--- config.mk ---
export PLATFORM = sky130hd
export DESIGN_NAME = ac_range_check
export DESIGN_NICKNAME = d
export VERILOG_FILES = /design/src/design/ac_range_check_bus_pkg.sv /design/src/design/ac_range_check_reg_pkg.sv /design/src/design/ac_range_check.sv /design/src/design/ac_range_check_filter.sv /design/src/design/ac_range_check_reg_top.sv
export VERILOG_INCLUDE_DIRS = /design/src /design/src/design
export SDC_FILE = /design/constraint.sdc
export NUM_CORES = 1
export LEC_CHECK = 0
export ABC_AREA = 1
export BUFFER_PORTS_ARGS = -buffer_cell sky130_fd_sc_hd__buf_2
export CAP_MARGIN = 20
export CORE_AREA = 2 2 163 284
export CTS_BUF_LIST = sky130_fd_sc_hd__clkbuf_16
export CTS_CLUSTER_DIAMETER = 40
export DETAILED_ROUTE_END_ITERATION = 8
export DIE_AREA = 0 0 165 286
export PLACE_DENSITY = 0.74
export SYNTH_ARGS = -nofsm -noshare
export SYNTH_HDL_FRONTEND = slang
export SYNTH_SLANG_ARGS = --single-unit
--- constraint.sdc ---
create_clock -name clk_i -period 2.1 [get_ports clk_i]
set_clock_uncertainty 0.15 [all_clocks]
set_input_delay 0.315 -clock clk_i [delete_from_list [all_inputs] [get_ports clk_i]]
set_output_delay 0.315 -clock clk_i [all_outputs]
set_load 0.1 [all_outputs]
--- src/design/ac_range_check_defines.svh ---
// ####################################################################
// Sizing macros for the access range checker: range count,
// bus address and data widths, deny counter width
// ####################################################################

`ifndef AC_RANGE_CHECK_DEFINES_SVH
`define AC_RANGE_CHECK_DEFINES_SVH

// Number of programmable address ranges
`define AC_NUM_RANGES 4

// Host and target bus address width
`define AC_ADDR_W 32

// Bus and CSR data width
`define AC_DATA_W 32

// Deny counter and threshold width
`define AC_DENY_CNT_W 8

`endif
--- src/design/ac_range_check_bus_pkg.sv ---
// ####################################################################
// Bus types: access kind enum, host request and response structs
// ####################################################################

`default_nettype none

`include "ac_range_check_defines.svh"

package ac_range_check_bus_pkg;

  // Kind of access carried by a host request
  typedef enum logic [1:0] {
    ACC_READ  = 2'd0,
    ACC_WRITE = 2'd1,
    ACC_EXEC  = 2'd2
  } access_e;

  // Request, valid is a single-cycle pulse
  typedef struct packed {
    logic                  valid;
    access_e               access;
    logic [`AC_ADDR_W-1:0] addr;
    logic [`AC_DATA_W-1:0] wdata;
  } bus_req_t;

  typedef struct packed {
    logic                  valid;
    logic [`AC_DATA_W-1:0] rdata;
    logic                  error;
  } bus_rsp_t;

endpackage

`default_nettype wire

--- src/design/ac_range_check_reg_pkg.sv ---
// ####################################################################
// Register map offsets, range configuration, deny event and CSR types
// ####################################################################

`default_nettype none

`include "ac_range_check_defines.svh"

package ac_range_check_reg_pkg;

  // Byte offsets of the CSR map
  localparam logic [7:0] INTR_STATE_OFFSET  = 8'h00;
  localparam logic [7:0] INTR_ENABLE_OFFSET = 8'h04;
  localparam logic [7:0] DENY_THRESH_OFFSET = 8'h08;
  localparam logic [7:0] DENY_CNT_OFFSET    = 8'h0C;
  localparam logic [7:0] LOG_ADDR_OFFSET    = 8'h10;
  localparam logic [7:0] LOG_STATUS_OFFSET  = 8'h14;
  // Per-range block, one stride per range
  localparam logic [7:0] RANGE_BASE_OFFSET  = 8'h20;
  localparam logic [7:0] RANGE_LIMIT_OFFSET = 8'h24;
  localparam logic [7:0] RANGE_ATTR_OFFSET  = 8'h28;
  localparam logic [7:0] RANGE_STRIDE       = 8'h10;

  typedef struct packed {
    logic [`AC_ADDR_W-1:0] base;
    logic [`AC_ADDR_W-1:0] limit;
    logic                  enable;
    logic                  read_ok;
    logic                  write_ok;
    logic                  exec_ok;
  } range_cfg_t;

  // One-cycle pulse per squashed request
  typedef struct packed {
    logic                            valid;
    logic [`AC_ADDR_W-1:0]           addr;
    ac_range_check_bus_pkg::access_e access;
  } deny_evt_t;

  typedef struct packed {
    logic                  valid;
    logic                  we;
    logic [7:0]            addr;
    logic [`AC_DATA_W-1:0] wdata;
  } csr_req_t;

  typedef struct packed {
    logic                  valid;
    logic [`AC_DATA_W-1:0] rdata;
    logic                  error;
  } csr_rsp_t;

endpackage

`default_nettype wire

--- src/design/ac_range_check.sv ---
// ####################################################################
// Access range checker top: register block beside the request filter
// ####################################################################

`timescale 1ns/100ps
`default_nettype none

`include "ac_range_check_defines.svh"

module ac_range_check (
  input  logic                             clk_i,
  input  logic                             rst_n_i,
  // CSR port
  input  ac_range_check_reg_pkg::csr_req_t csr_req_i,
  output ac_range_check_reg_pkg::csr_rsp_t csr_rsp_o,
  // Unfiltered host side
  input  ac_range_check_bus_pkg::bus_req_t ctn_req_i,
  output ac_range_check_bus_pkg::bus_rsp_t ctn_rsp_o,
  // Filtered target side
  output ac_range_check_bus_pkg::bus_req_t ctn_filtered_req_o,
  input  ac_range_check_bus_pkg::bus_rsp_t ctn_filtered_rsp_i,
  input  logic                             range_check_overwrite_i,
  output logic                             intr_deny_cnt_reached_o
);
  import ac_range_check_reg_pkg::*;

  range_cfg_t [`AC_NUM_RANGES-1:0] range_cfg;
  deny_evt_t                       deny_evt;

  ac_range_check_reg_top u_reg_top (
    .clk_i                   (clk_i),
    .rst_n_i                 (rst_n_i),
    .csr_req_i               (csr_req_i),
    .csr_rsp_o               (csr_rsp_o),
    .deny_evt_i              (deny_evt),
    .range_cfg_o             (range_cfg),
    .intr_deny_cnt_reached_o (intr_deny_cnt_reached_o)
  );

  ac_range_check_filter u_filter (
    .clk_i                   (clk_i),
    .rst_n_i                 (rst_n_i),
    .ctn_req_i               (ctn_req_i),
    .ctn_rsp_o               (ctn_rsp_o),
    .ctn_filtered_req_o      (ctn_filtered_req_o),
    .ctn_filtered_rsp_i      (ctn_filtered_rsp_i),
    .range_cfg_i             (range_cfg),
    .range_check_overwrite_i (range_check_overwrite_i),
    .deny_evt_o              (deny_evt)
  );

endmodule

`default_nettype wire

--- src/design/ac_range_check_filter.sv ---
// ####################################################################
// Request filter: parallel range match, priority pick, forwarding
// of allowed requests and error squashing of denied ones
// ####################################################################

`timescale 1ns/100ps
`default_nettype none

`include "ac_range_check_defines.svh"

module ac_range_check_filter (
  input  logic                                                    clk_i,
  input  logic                                                    rst_n_i,
  input  ac_range_check_bus_pkg::bus_req_t                        ctn_req_i,
  output ac_range_check_bus_pkg::bus_rsp_t                        ctn_rsp_o,
  output ac_range_check_bus_pkg::bus_req_t                        ctn_filtered_req_o,
  input  ac_range_check_bus_pkg::bus_rsp_t                        ctn_filtered_rsp_i,
  input  ac_range_check_reg_pkg::range_cfg_t [`AC_NUM_RANGES-1:0] range_cfg_i,
  input  logic                                                    range_check_overwrite_i,
  output ac_range_check_reg_pkg::deny_evt_t                       deny_evt_o
);
  import ac_range_check_bus_pkg::*;

  logic [`AC_NUM_RANGES-1:0] range_hit;
  logic [`AC_NUM_RANGES-1:0] range_perm;
  logic                      range_allow;
  logic                      req_allow;

  bus_req_t req_q;
  logic     fwd_q;
  logic     deny_q;
  logic     pending_q;
  logic     rsp_accept;

  // All ranges are compared at once
  always_comb begin
    for (int i = 0; i < `AC_NUM_RANGES; i++) begin
      range_hit[i] = range_cfg_i[i].enable &&
                     (ctn_req_i.addr >= range_cfg_i[i].base) &&
                     (ctn_req_i.addr <  range_cfg_i[i].limit);
      case (ctn_req_i.access)
        ACC_READ:  range_perm[i] = range_cfg_i[i].read_ok;
        ACC_WRITE: range_perm[i] = range_cfg_i[i].write_ok;
        ACC_EXEC:  range_perm[i] = range_cfg_i[i].exec_ok;
        default:   range_perm[i] = 1'b0;
      endcase
    end
  end

  // Walk down so that the lowest matching index has the last word.
  // No hit at all leaves the request denied.
  always_comb begin
    range_allow = 1'b0;
    for (int i = `AC_NUM_RANGES - 1; i >= 0; i--) begin
      if (range_hit[i]) begin
        range_allow = range_perm[i];
      end
    end
  end

  assign req_allow = range_check_overwrite_i || range_allow;

  always_ff @(posedge clk_i) begin
    if (!rst_n_i) begin
      fwd_q  <= 1'b0;
      deny_q <= 1'b0;
    end else begin
      fwd_q  <= ctn_req_i.valid && req_allow;
      deny_q <= ctn_req_i.valid && !req_allow;
    end
  end

  // Request payload, held for forwarding or for the deny event
  always_ff @(posedge clk_i) begin
    if (ctn_req_i.valid) begin
      req_q <= ctn_req_i;
    end
  end

  // Only the response to our forwarded request goes back
  assign rsp_accept = ctn_filtered_rsp_i.valid && (pending_q || fwd_q);

  always_ff @(posedge clk_i) begin
    if (!rst_n_i) begin
      pending_q <= 1'b0;
    end else if (rsp_accept) begin
      pending_q <= 1'b0;
    end else if (fwd_q) begin
      pending_q <= 1'b1;
    end
  end

  always_comb begin
    ctn_filtered_req_o       = req_q;
    ctn_filtered_req_o.valid = fwd_q;
  end

  // Squashed requests get a local error response
  always_comb begin
    ctn_rsp_o       = ctn_filtered_rsp_i;
    ctn_rsp_o.valid = rsp_accept;
    if (deny_q) begin
      ctn_rsp_o.valid = 1'b1;
      ctn_rsp_o.rdata = '0;
      ctn_rsp_o.error = 1'b1;
    end
  end

  assign deny_evt_o.valid  = deny_q;
  assign deny_evt_o.addr   = req_q.addr;
  assign deny_evt_o.access = req_q.access;

endmodule

`default_nettype wire

--- src/design/ac_range_check_reg_top.sv ---
// ####################################################################
// CSR block: offset decode, range registers, deny counter with
// threshold interrupt and log of the first denied access
// ####################################################################

`timescale 1ns/100ps
`default_nettype none

`include "ac_range_check_defines.svh"

module ac_range_check_reg_top (
  input  logic                                                   clk_i,
  input  logic                                                   rst_n_i,
  input  ac_range_check_reg_pkg::csr_req_t                       csr_req_i,
  output ac_range_check_reg_pkg::csr_rsp_t                       csr_rsp_o,
  input  ac_range_check_reg_pkg::deny_evt_t                      deny_evt_i,
  output ac_range_check_reg_pkg::range_cfg_t [`AC_NUM_RANGES-1:0] range_cfg_o,
  output logic                                                   intr_deny_cnt_reached_o
);
  import ac_range_check_reg_pkg::*;
  import ac_range_check_bus_pkg::*;

  localparam int unsigned DataW = `AC_DATA_W;

  range_cfg_t [`AC_NUM_RANGES-1:0] range_q;
  logic                             intr_state_q;
  logic                             intr_enable_q;
  logic [`AC_DENY_CNT_W-1:0]        deny_thresh_q;
  logic [`AC_DENY_CNT_W-1:0]        deny_cnt_q;
  logic                             log_valid_q;
  logic [`AC_ADDR_W-1:0]            log_addr_q;
  access_e                          log_access_q;

  logic                      csr_wr;
  logic                      csr_hit;
  logic [DataW-1:0]          csr_rdata;
  logic [`AC_NUM_RANGES-1:0] base_hit;
  logic [`AC_NUM_RANGES-1:0] limit_hit;
  logic [`AC_NUM_RANGES-1:0] attr_hit;
  logic                      cnt_inc;
  logic                      cnt_reached;
  logic                      rsp_valid_q;
  logic                      rsp_error_q;
  logic [DataW-1:0]          rsp_rdata_q;

  assign csr_wr = csr_req_i.valid && csr_req_i.we;

  // Offset decode and read mux
  always_comb begin
    csr_hit   = 1'b1;
    csr_rdata = '0;
    case (csr_req_i.addr)
      INTR_STATE_OFFSET:  csr_rdata = DataW'(intr_state_q);
      INTR_ENABLE_OFFSET: csr_rdata = DataW'(intr_enable_q);
      DENY_THRESH_OFFSET: csr_rdata = DataW'(deny_thresh_q);
      DENY_CNT_OFFSET:    csr_rdata = DataW'(deny_cnt_q);
      LOG_ADDR_OFFSET:    csr_rdata = DataW'(log_addr_q);
      LOG_STATUS_OFFSET:  csr_rdata = DataW'({log_access_q, log_valid_q});
      default:            csr_hit   = 1'b0;
    endcase
    for (int i = 0; i < `AC_NUM_RANGES; i++) begin
      base_hit[i]  = csr_req_i.addr == 8'(RANGE_BASE_OFFSET + RANGE_STRIDE * i);
      limit_hit[i] = csr_req_i.addr == 8'(RANGE_LIMIT_OFFSET + RANGE_STRIDE * i);
      attr_hit[i]  = csr_req_i.addr == 8'(RANGE_ATTR_OFFSET + RANGE_STRIDE * i);
      if (base_hit[i]) begin
        csr_hit   = 1'b1;
        csr_rdata = DataW'(range_q[i].base);
      end
      if (limit_hit[i]) begin
        csr_hit   = 1'b1;
        csr_rdata = DataW'(range_q[i].limit);
      end
      if (attr_hit[i]) begin
        csr_hit   = 1'b1;
        csr_rdata = DataW'({range_q[i].exec_ok, range_q[i].write_ok,
                            range_q[i].read_ok, range_q[i].enable});
      end
    end
  end

  // Range configuration
  always_ff @(posedge clk_i) begin
    if (!rst_n_i) begin
      range_q <= '0;
    end else if (csr_wr) begin
      for (int i = 0; i < `AC_NUM_RANGES; i++) begin
        if (base_hit[i]) begin
          range_q[i].base <= csr_req_i.wdata[`AC_ADDR_W-1:0];
        end
        if (limit_hit[i]) begin
          range_q[i].limit <= csr_req_i.wdata[`AC_ADDR_W-1:0];
        end
        if (attr_hit[i]) begin
          range_q[i].enable   <= csr_req_i.wdata[0];
          range_q[i].read_ok  <= csr_req_i.wdata[1];
          range_q[i].write_ok <= csr_req_i.wdata[2];
          range_q[i].exec_ok  <= csr_req_i.wdata[3];
        end
      end
    end
  end

  assign range_cfg_o = range_q;

  // Saturating count, interrupt fires on the increment that hits the threshold
  assign cnt_inc     = deny_evt_i.valid && (deny_cnt_q != '1);
  assign cnt_reached = cnt_inc && (deny_thresh_q != '0) && (deny_cnt_q + 1'b1 == deny_thresh_q);

  always_ff @(posedge clk_i) begin
    if (!rst_n_i) begin
      intr_state_q  <= 1'b0;
      intr_enable_q <= 1'b0;
      deny_thresh_q <= '0;
      deny_cnt_q    <= '0;
    end else begin
      if (csr_wr && csr_req_i.addr == INTR_ENABLE_OFFSET) begin
        intr_enable_q <= csr_req_i.wdata[0];
      end
      if (csr_wr && csr_req_i.addr == DENY_THRESH_OFFSET) begin
        deny_thresh_q <= csr_req_i.wdata[`AC_DENY_CNT_W-1:0];
      end
      if (csr_wr && csr_req_i.addr == DENY_CNT_OFFSET) begin
        deny_cnt_q <= '0;
      end else if (cnt_inc) begin
        deny_cnt_q <= deny_cnt_q + 1'b1;
      end
      // A new hit wins over a clear in the same cycle
      if (cnt_reached) begin
        intr_state_q <= 1'b1;
      end else if (csr_wr && csr_req_i.addr == INTR_STATE_OFFSET && csr_req_i.wdata[0]) begin
        intr_state_q <= 1'b0;
      end
    end
  end

  assign intr_deny_cnt_reached_o = intr_state_q && intr_enable_q;

  // First denial log
  always_ff @(posedge clk_i) begin
    if (!rst_n_i) begin
      log_valid_q  <= 1'b0;
      log_addr_q   <= '0;
      log_access_q <= ACC_READ;
    end else if (csr_wr && csr_req_i.addr == LOG_STATUS_OFFSET) begin
      log_valid_q  <= 1'b0;
      log_addr_q   <= '0;
      log_access_q <= ACC_READ;
    end else if (deny_evt_i.valid && !log_valid_q) begin
      log_valid_q  <= 1'b1;
      log_addr_q   <= deny_evt_i.addr;
      log_access_q <= deny_evt_i.access;
    end
  end

  // Registered CSR response
  always_ff @(posedge clk_i) begin
    if (!rst_n_i) begin
      rsp_valid_q <= 1'b0;
      rsp_error_q <= 1'b0;
    end else begin
      rsp_valid_q <= csr_req_i.valid;
      rsp_error_q <= csr_req_i.valid && !csr_hit;
    end
  end

  always_ff @(posedge clk_i) begin
    rsp_rdata_q <= (csr_req_i.we || !csr_hit) ? '0 : csr_rdata;
  end

  assign csr_rsp_o.valid = rsp_valid_q;
  assign csr_rsp_o.rdata = rsp_rdata_q;
  assign csr_rsp_o.error = rsp_error_q;

endmodule

`default_nettype wire

==> results.toml <==
[sta]
rsz0062_at_grt = "true"
fmax_ghz = 0.4492
drv_slew = 0
timing.final.crit_share_pct = 106.0
worst_pin_slew_ns = 0.5833
finalWorstSetupSlack_ns = -0.1261
period_minus_slack_ns = 2.226
setup_violations = 3
holdWs_ns = 0.01111
slew_headroom_pct = 61.11
tns_ns = -0.2443
finalHoldViolations = 0

[floorplanning]
io-pin-count = 282
rows = 103
die_area_sq_mm = 0.04719
die_w_um = 165
core-area_sq_mm = 0.04498
start_util_pct = 51.15
die_h_um = 286

[clock_tree]
clk_latency_ns = 0.58
clock-root-buffer = "clkbuf_16"
htreeDepth = 2
clock_sinks = 428
cts_buffers = 46
cts_tree = "done"
clk_pin_slew_worst_paths_ns = 0.07
cts_buffer_depth = 3

[placement]
placed_cells = 3966
numPortBuffers = 281
gp_congestion = 0.9278
dp_slack_ns = -0.6805
dp_hpwl_mm = 60.82

[layout]
drive_above_1_share_pct = 24.27
nFillCells = 3567
layout.cells.non_filler = 4154
fin_util_pct = 68.65
register_area_sq_mm = 0.009261
nets = 3937
area_delta_synth_final_pct = 34.20
multiInputGateArea_sq_mm = 0.01263

[yosys]
synth_edf_count = 66
ys_ff_latch = 428
synth_cells = 2984
yosysUniqueCellTypes = 47
ys_async_sr_fraction_pct = 0
syn_area_per_cell_sq_um = 7.710
ys_warn_count = 0
synth_area_sq_mm = 0.02301
netlist.area_leader.share_pct = 31.50
syn_nets = 3383
yosysTopAreaCell = "dfxtp_1"
synth_ff_type = "dfxtp_1"
synth_area_leaders = "dfxtp_1 31%, ha_1 14%, a21oi_1 10%, edfxtp_1 8.6%, o21ai_0 7.9%"
yosysSeqAreaShare_pct = 40.11

[detailed_routing]
wl_per_cell_um = 20.64
drtIter0Drc = 2150
remaining_drc_errors = 0
dr_total_vias = 24090
drtAntennaViolNets = 0
viasPerCell = 5.798
drt-total-wl_mm = 85.75
dr.pass1.iters = 5

[global_routing]
antenna_found_initial = 1
grt_pass1_wl_mm = 126.7
grt_max_degree = 81
overflow = 0
grt_use_total_pct = 34.64
grt_pass1_vias = 24120

[critical_path]
worstReg2RegStart = "u_reg_top.range_cfg_o[35]"
critical_path_class = "reg -> reg"
cp.arrival_ns = 2.59
worstPathRequired_ns = 2.46
reg2reg_slack_ns = -0.13
reg2regPathDepth = 11
r2r_end = "u_filter.deny_q"
cp-startpoint = "u_reg_top.range_cfg_o[35]"
endpoint_kind = "flop"
cp-start-kind = "flop"
cp_max_fo = 2

[run_status]
violations = "setup timing"
status = "finished, violations left"

[power_and_ir_drop]
leakagePower_nw = 12.53
peakVddDrop_mv = 0.7108
power_density_mw_per_mm2 = 657.9

[worst_hold_path]
whs_path_depth = 3
min_path_type = "in -> reg"
min_to = "u_reg_top.range_cfg_o[117]"
hp-start = "csr_req_i[13]"

[flow_run]
max_cap_violations = 0
cells by family after synthesis:
group / after synthesis / share of synthesized area [%]
AO/OA/AOI/OAI: 960 / 22.20
XOR/XNOR: 6 / 0.2284
adder cells (fa/ha/maj): 253 / 13.76
buffers and inverters: 553 / 9.289
flip-flops: 428 / 40.11
AND/OR/NAND/NOR: 784 / 14.41
registers in the layout, summed over array words and instances, names as in the netlist:
register                     cells
u_reg_top.log_valid_q            1
u_reg_top.log_addr_q            32
u_filter.fwd_q                   1
u_reg_top.rsp_valid_q            1
u_reg_top.intr_enable_q          1
u_reg_top.rsp_rdata_q           32
u_reg_top.log_access_q           2
u_reg_top.intr_state_q           1
u_reg_top.range_cfg_o          272
u_reg_top.rsp_error_q            1
u_filter.deny_q                  1
u_reg_top.deny_cnt_q             8
u_filter.pending_q               1
u_reg_top.deny_thresh_q          8
u_filter.ctn_filtered_req_o     66
cell type report:
class | instances | share of cell area [%]
Antenna cell | 1 | 0.008105
Clock buffer | 49 | 3.971
Clock inverter | 37 | 1.001
Inverter | 416 | 5.090
Multi-Input combinational cell | 2003 | 40.91
Sequential cell | 428 | 30.00
Tap cell | 577 | 2.338
Timing Repair Buffer | 643 | 16.68
metrics by stage:
stage	instance area [sq um]	power (mW)
6_report	30870	20.31
5_1_grt	30870	20.93
4_1_cts	29890	20.14
3_5_place_dp	27170	11.71
3_3_place_gp	27170	11.64
2_1_floorplan	23150	10.69
worst max-delay path by stage:
stage	endpoint	slack (ns)	cells after the start
final	u_filter.deny_q	-0.13	11
after global routing	u_filter.deny_q	-0.19	11
after CTS	u_filter.fwd_q	-0.06	11
after detailed placement	u_filter.fwd_q	-0.68	12
after global placement	u_filter.deny_q	-0.74	13
after floorplan	ctn_rsp_o[10]	-0.28	3
layer usage:
metal	track usage, %	share of wire, %	up-vias
met5	0	0	-
met4	27.02	8.8	0
met3	4.422	6.8	414
met1	36.67	35	11260
li1	-	-	11240
met2	61.11	50	1177
synthesized netlist by cell type (11+ instances only):
cell type	n
a21oi_1	466
a221oi_1	25
buf_2	11
clkbuf_1	116
dfxtp_1	362
edfxtp_1	66
ha_1	253
inv_1	401
inv_2	13
nand2_1	421
nand3_1	89
nand4_1	36
nor2_1	193
nor3_1	15
o2111ai_1	30
o21a_1	11
o21ai_0	362
o21ai_1	41
layout by cell type, fill, tap and decap left out, types with 73 or more instances in the layout:
| cell type | n |
|---|---|
| nor2_1 | 151 |
| dlygate4sd3_1 | 85 |
| dfxtp_1 | 338 |
| a21oi_1 | 442 |
| buf_4 | 241 |
| nand3_1 | 73 |
| inv_1 | 389 |
| o21ai_0 | 349 |
| ha_1 | 221 |
| buf_2 | 245 |
| nand2_1 | 395 |
critical path: stages, from the launching register on:
cell      delay [ns]
dfxtp_1         0.32
inv_1           0.21
ha_4            0.25
a211oi_1        0.32
o211ai_1        0.29
nor2_1          0.24
nand3_2         0.09
nand2_1         0.07
inv_2           0.03
nand2_2         0.07
nand2_2         0.05
nor2_1          0.07
power by group:
| group | switching [mW] | total [mW] | internal (mW) |
|---|---|---|---|
| combinational | 2.38 | 3.41 | 1.03 |
| sequential | 0.0885 | 8.56 | 8.47 |
| clock | 3.67 | 8.34 | 4.67 |
what timing repair did:
action                                  4_1_cts  5_1_grt
gates cloned                                  0        1
resized for setup                            81      212
pin swaps                                    16       54
hold endpoints to repair                    206        0
endpoints found under the setup margin       34       28
hold buffers                                 85        0
setup buffers                                 5       11
(Power assumes the default switching activity.)
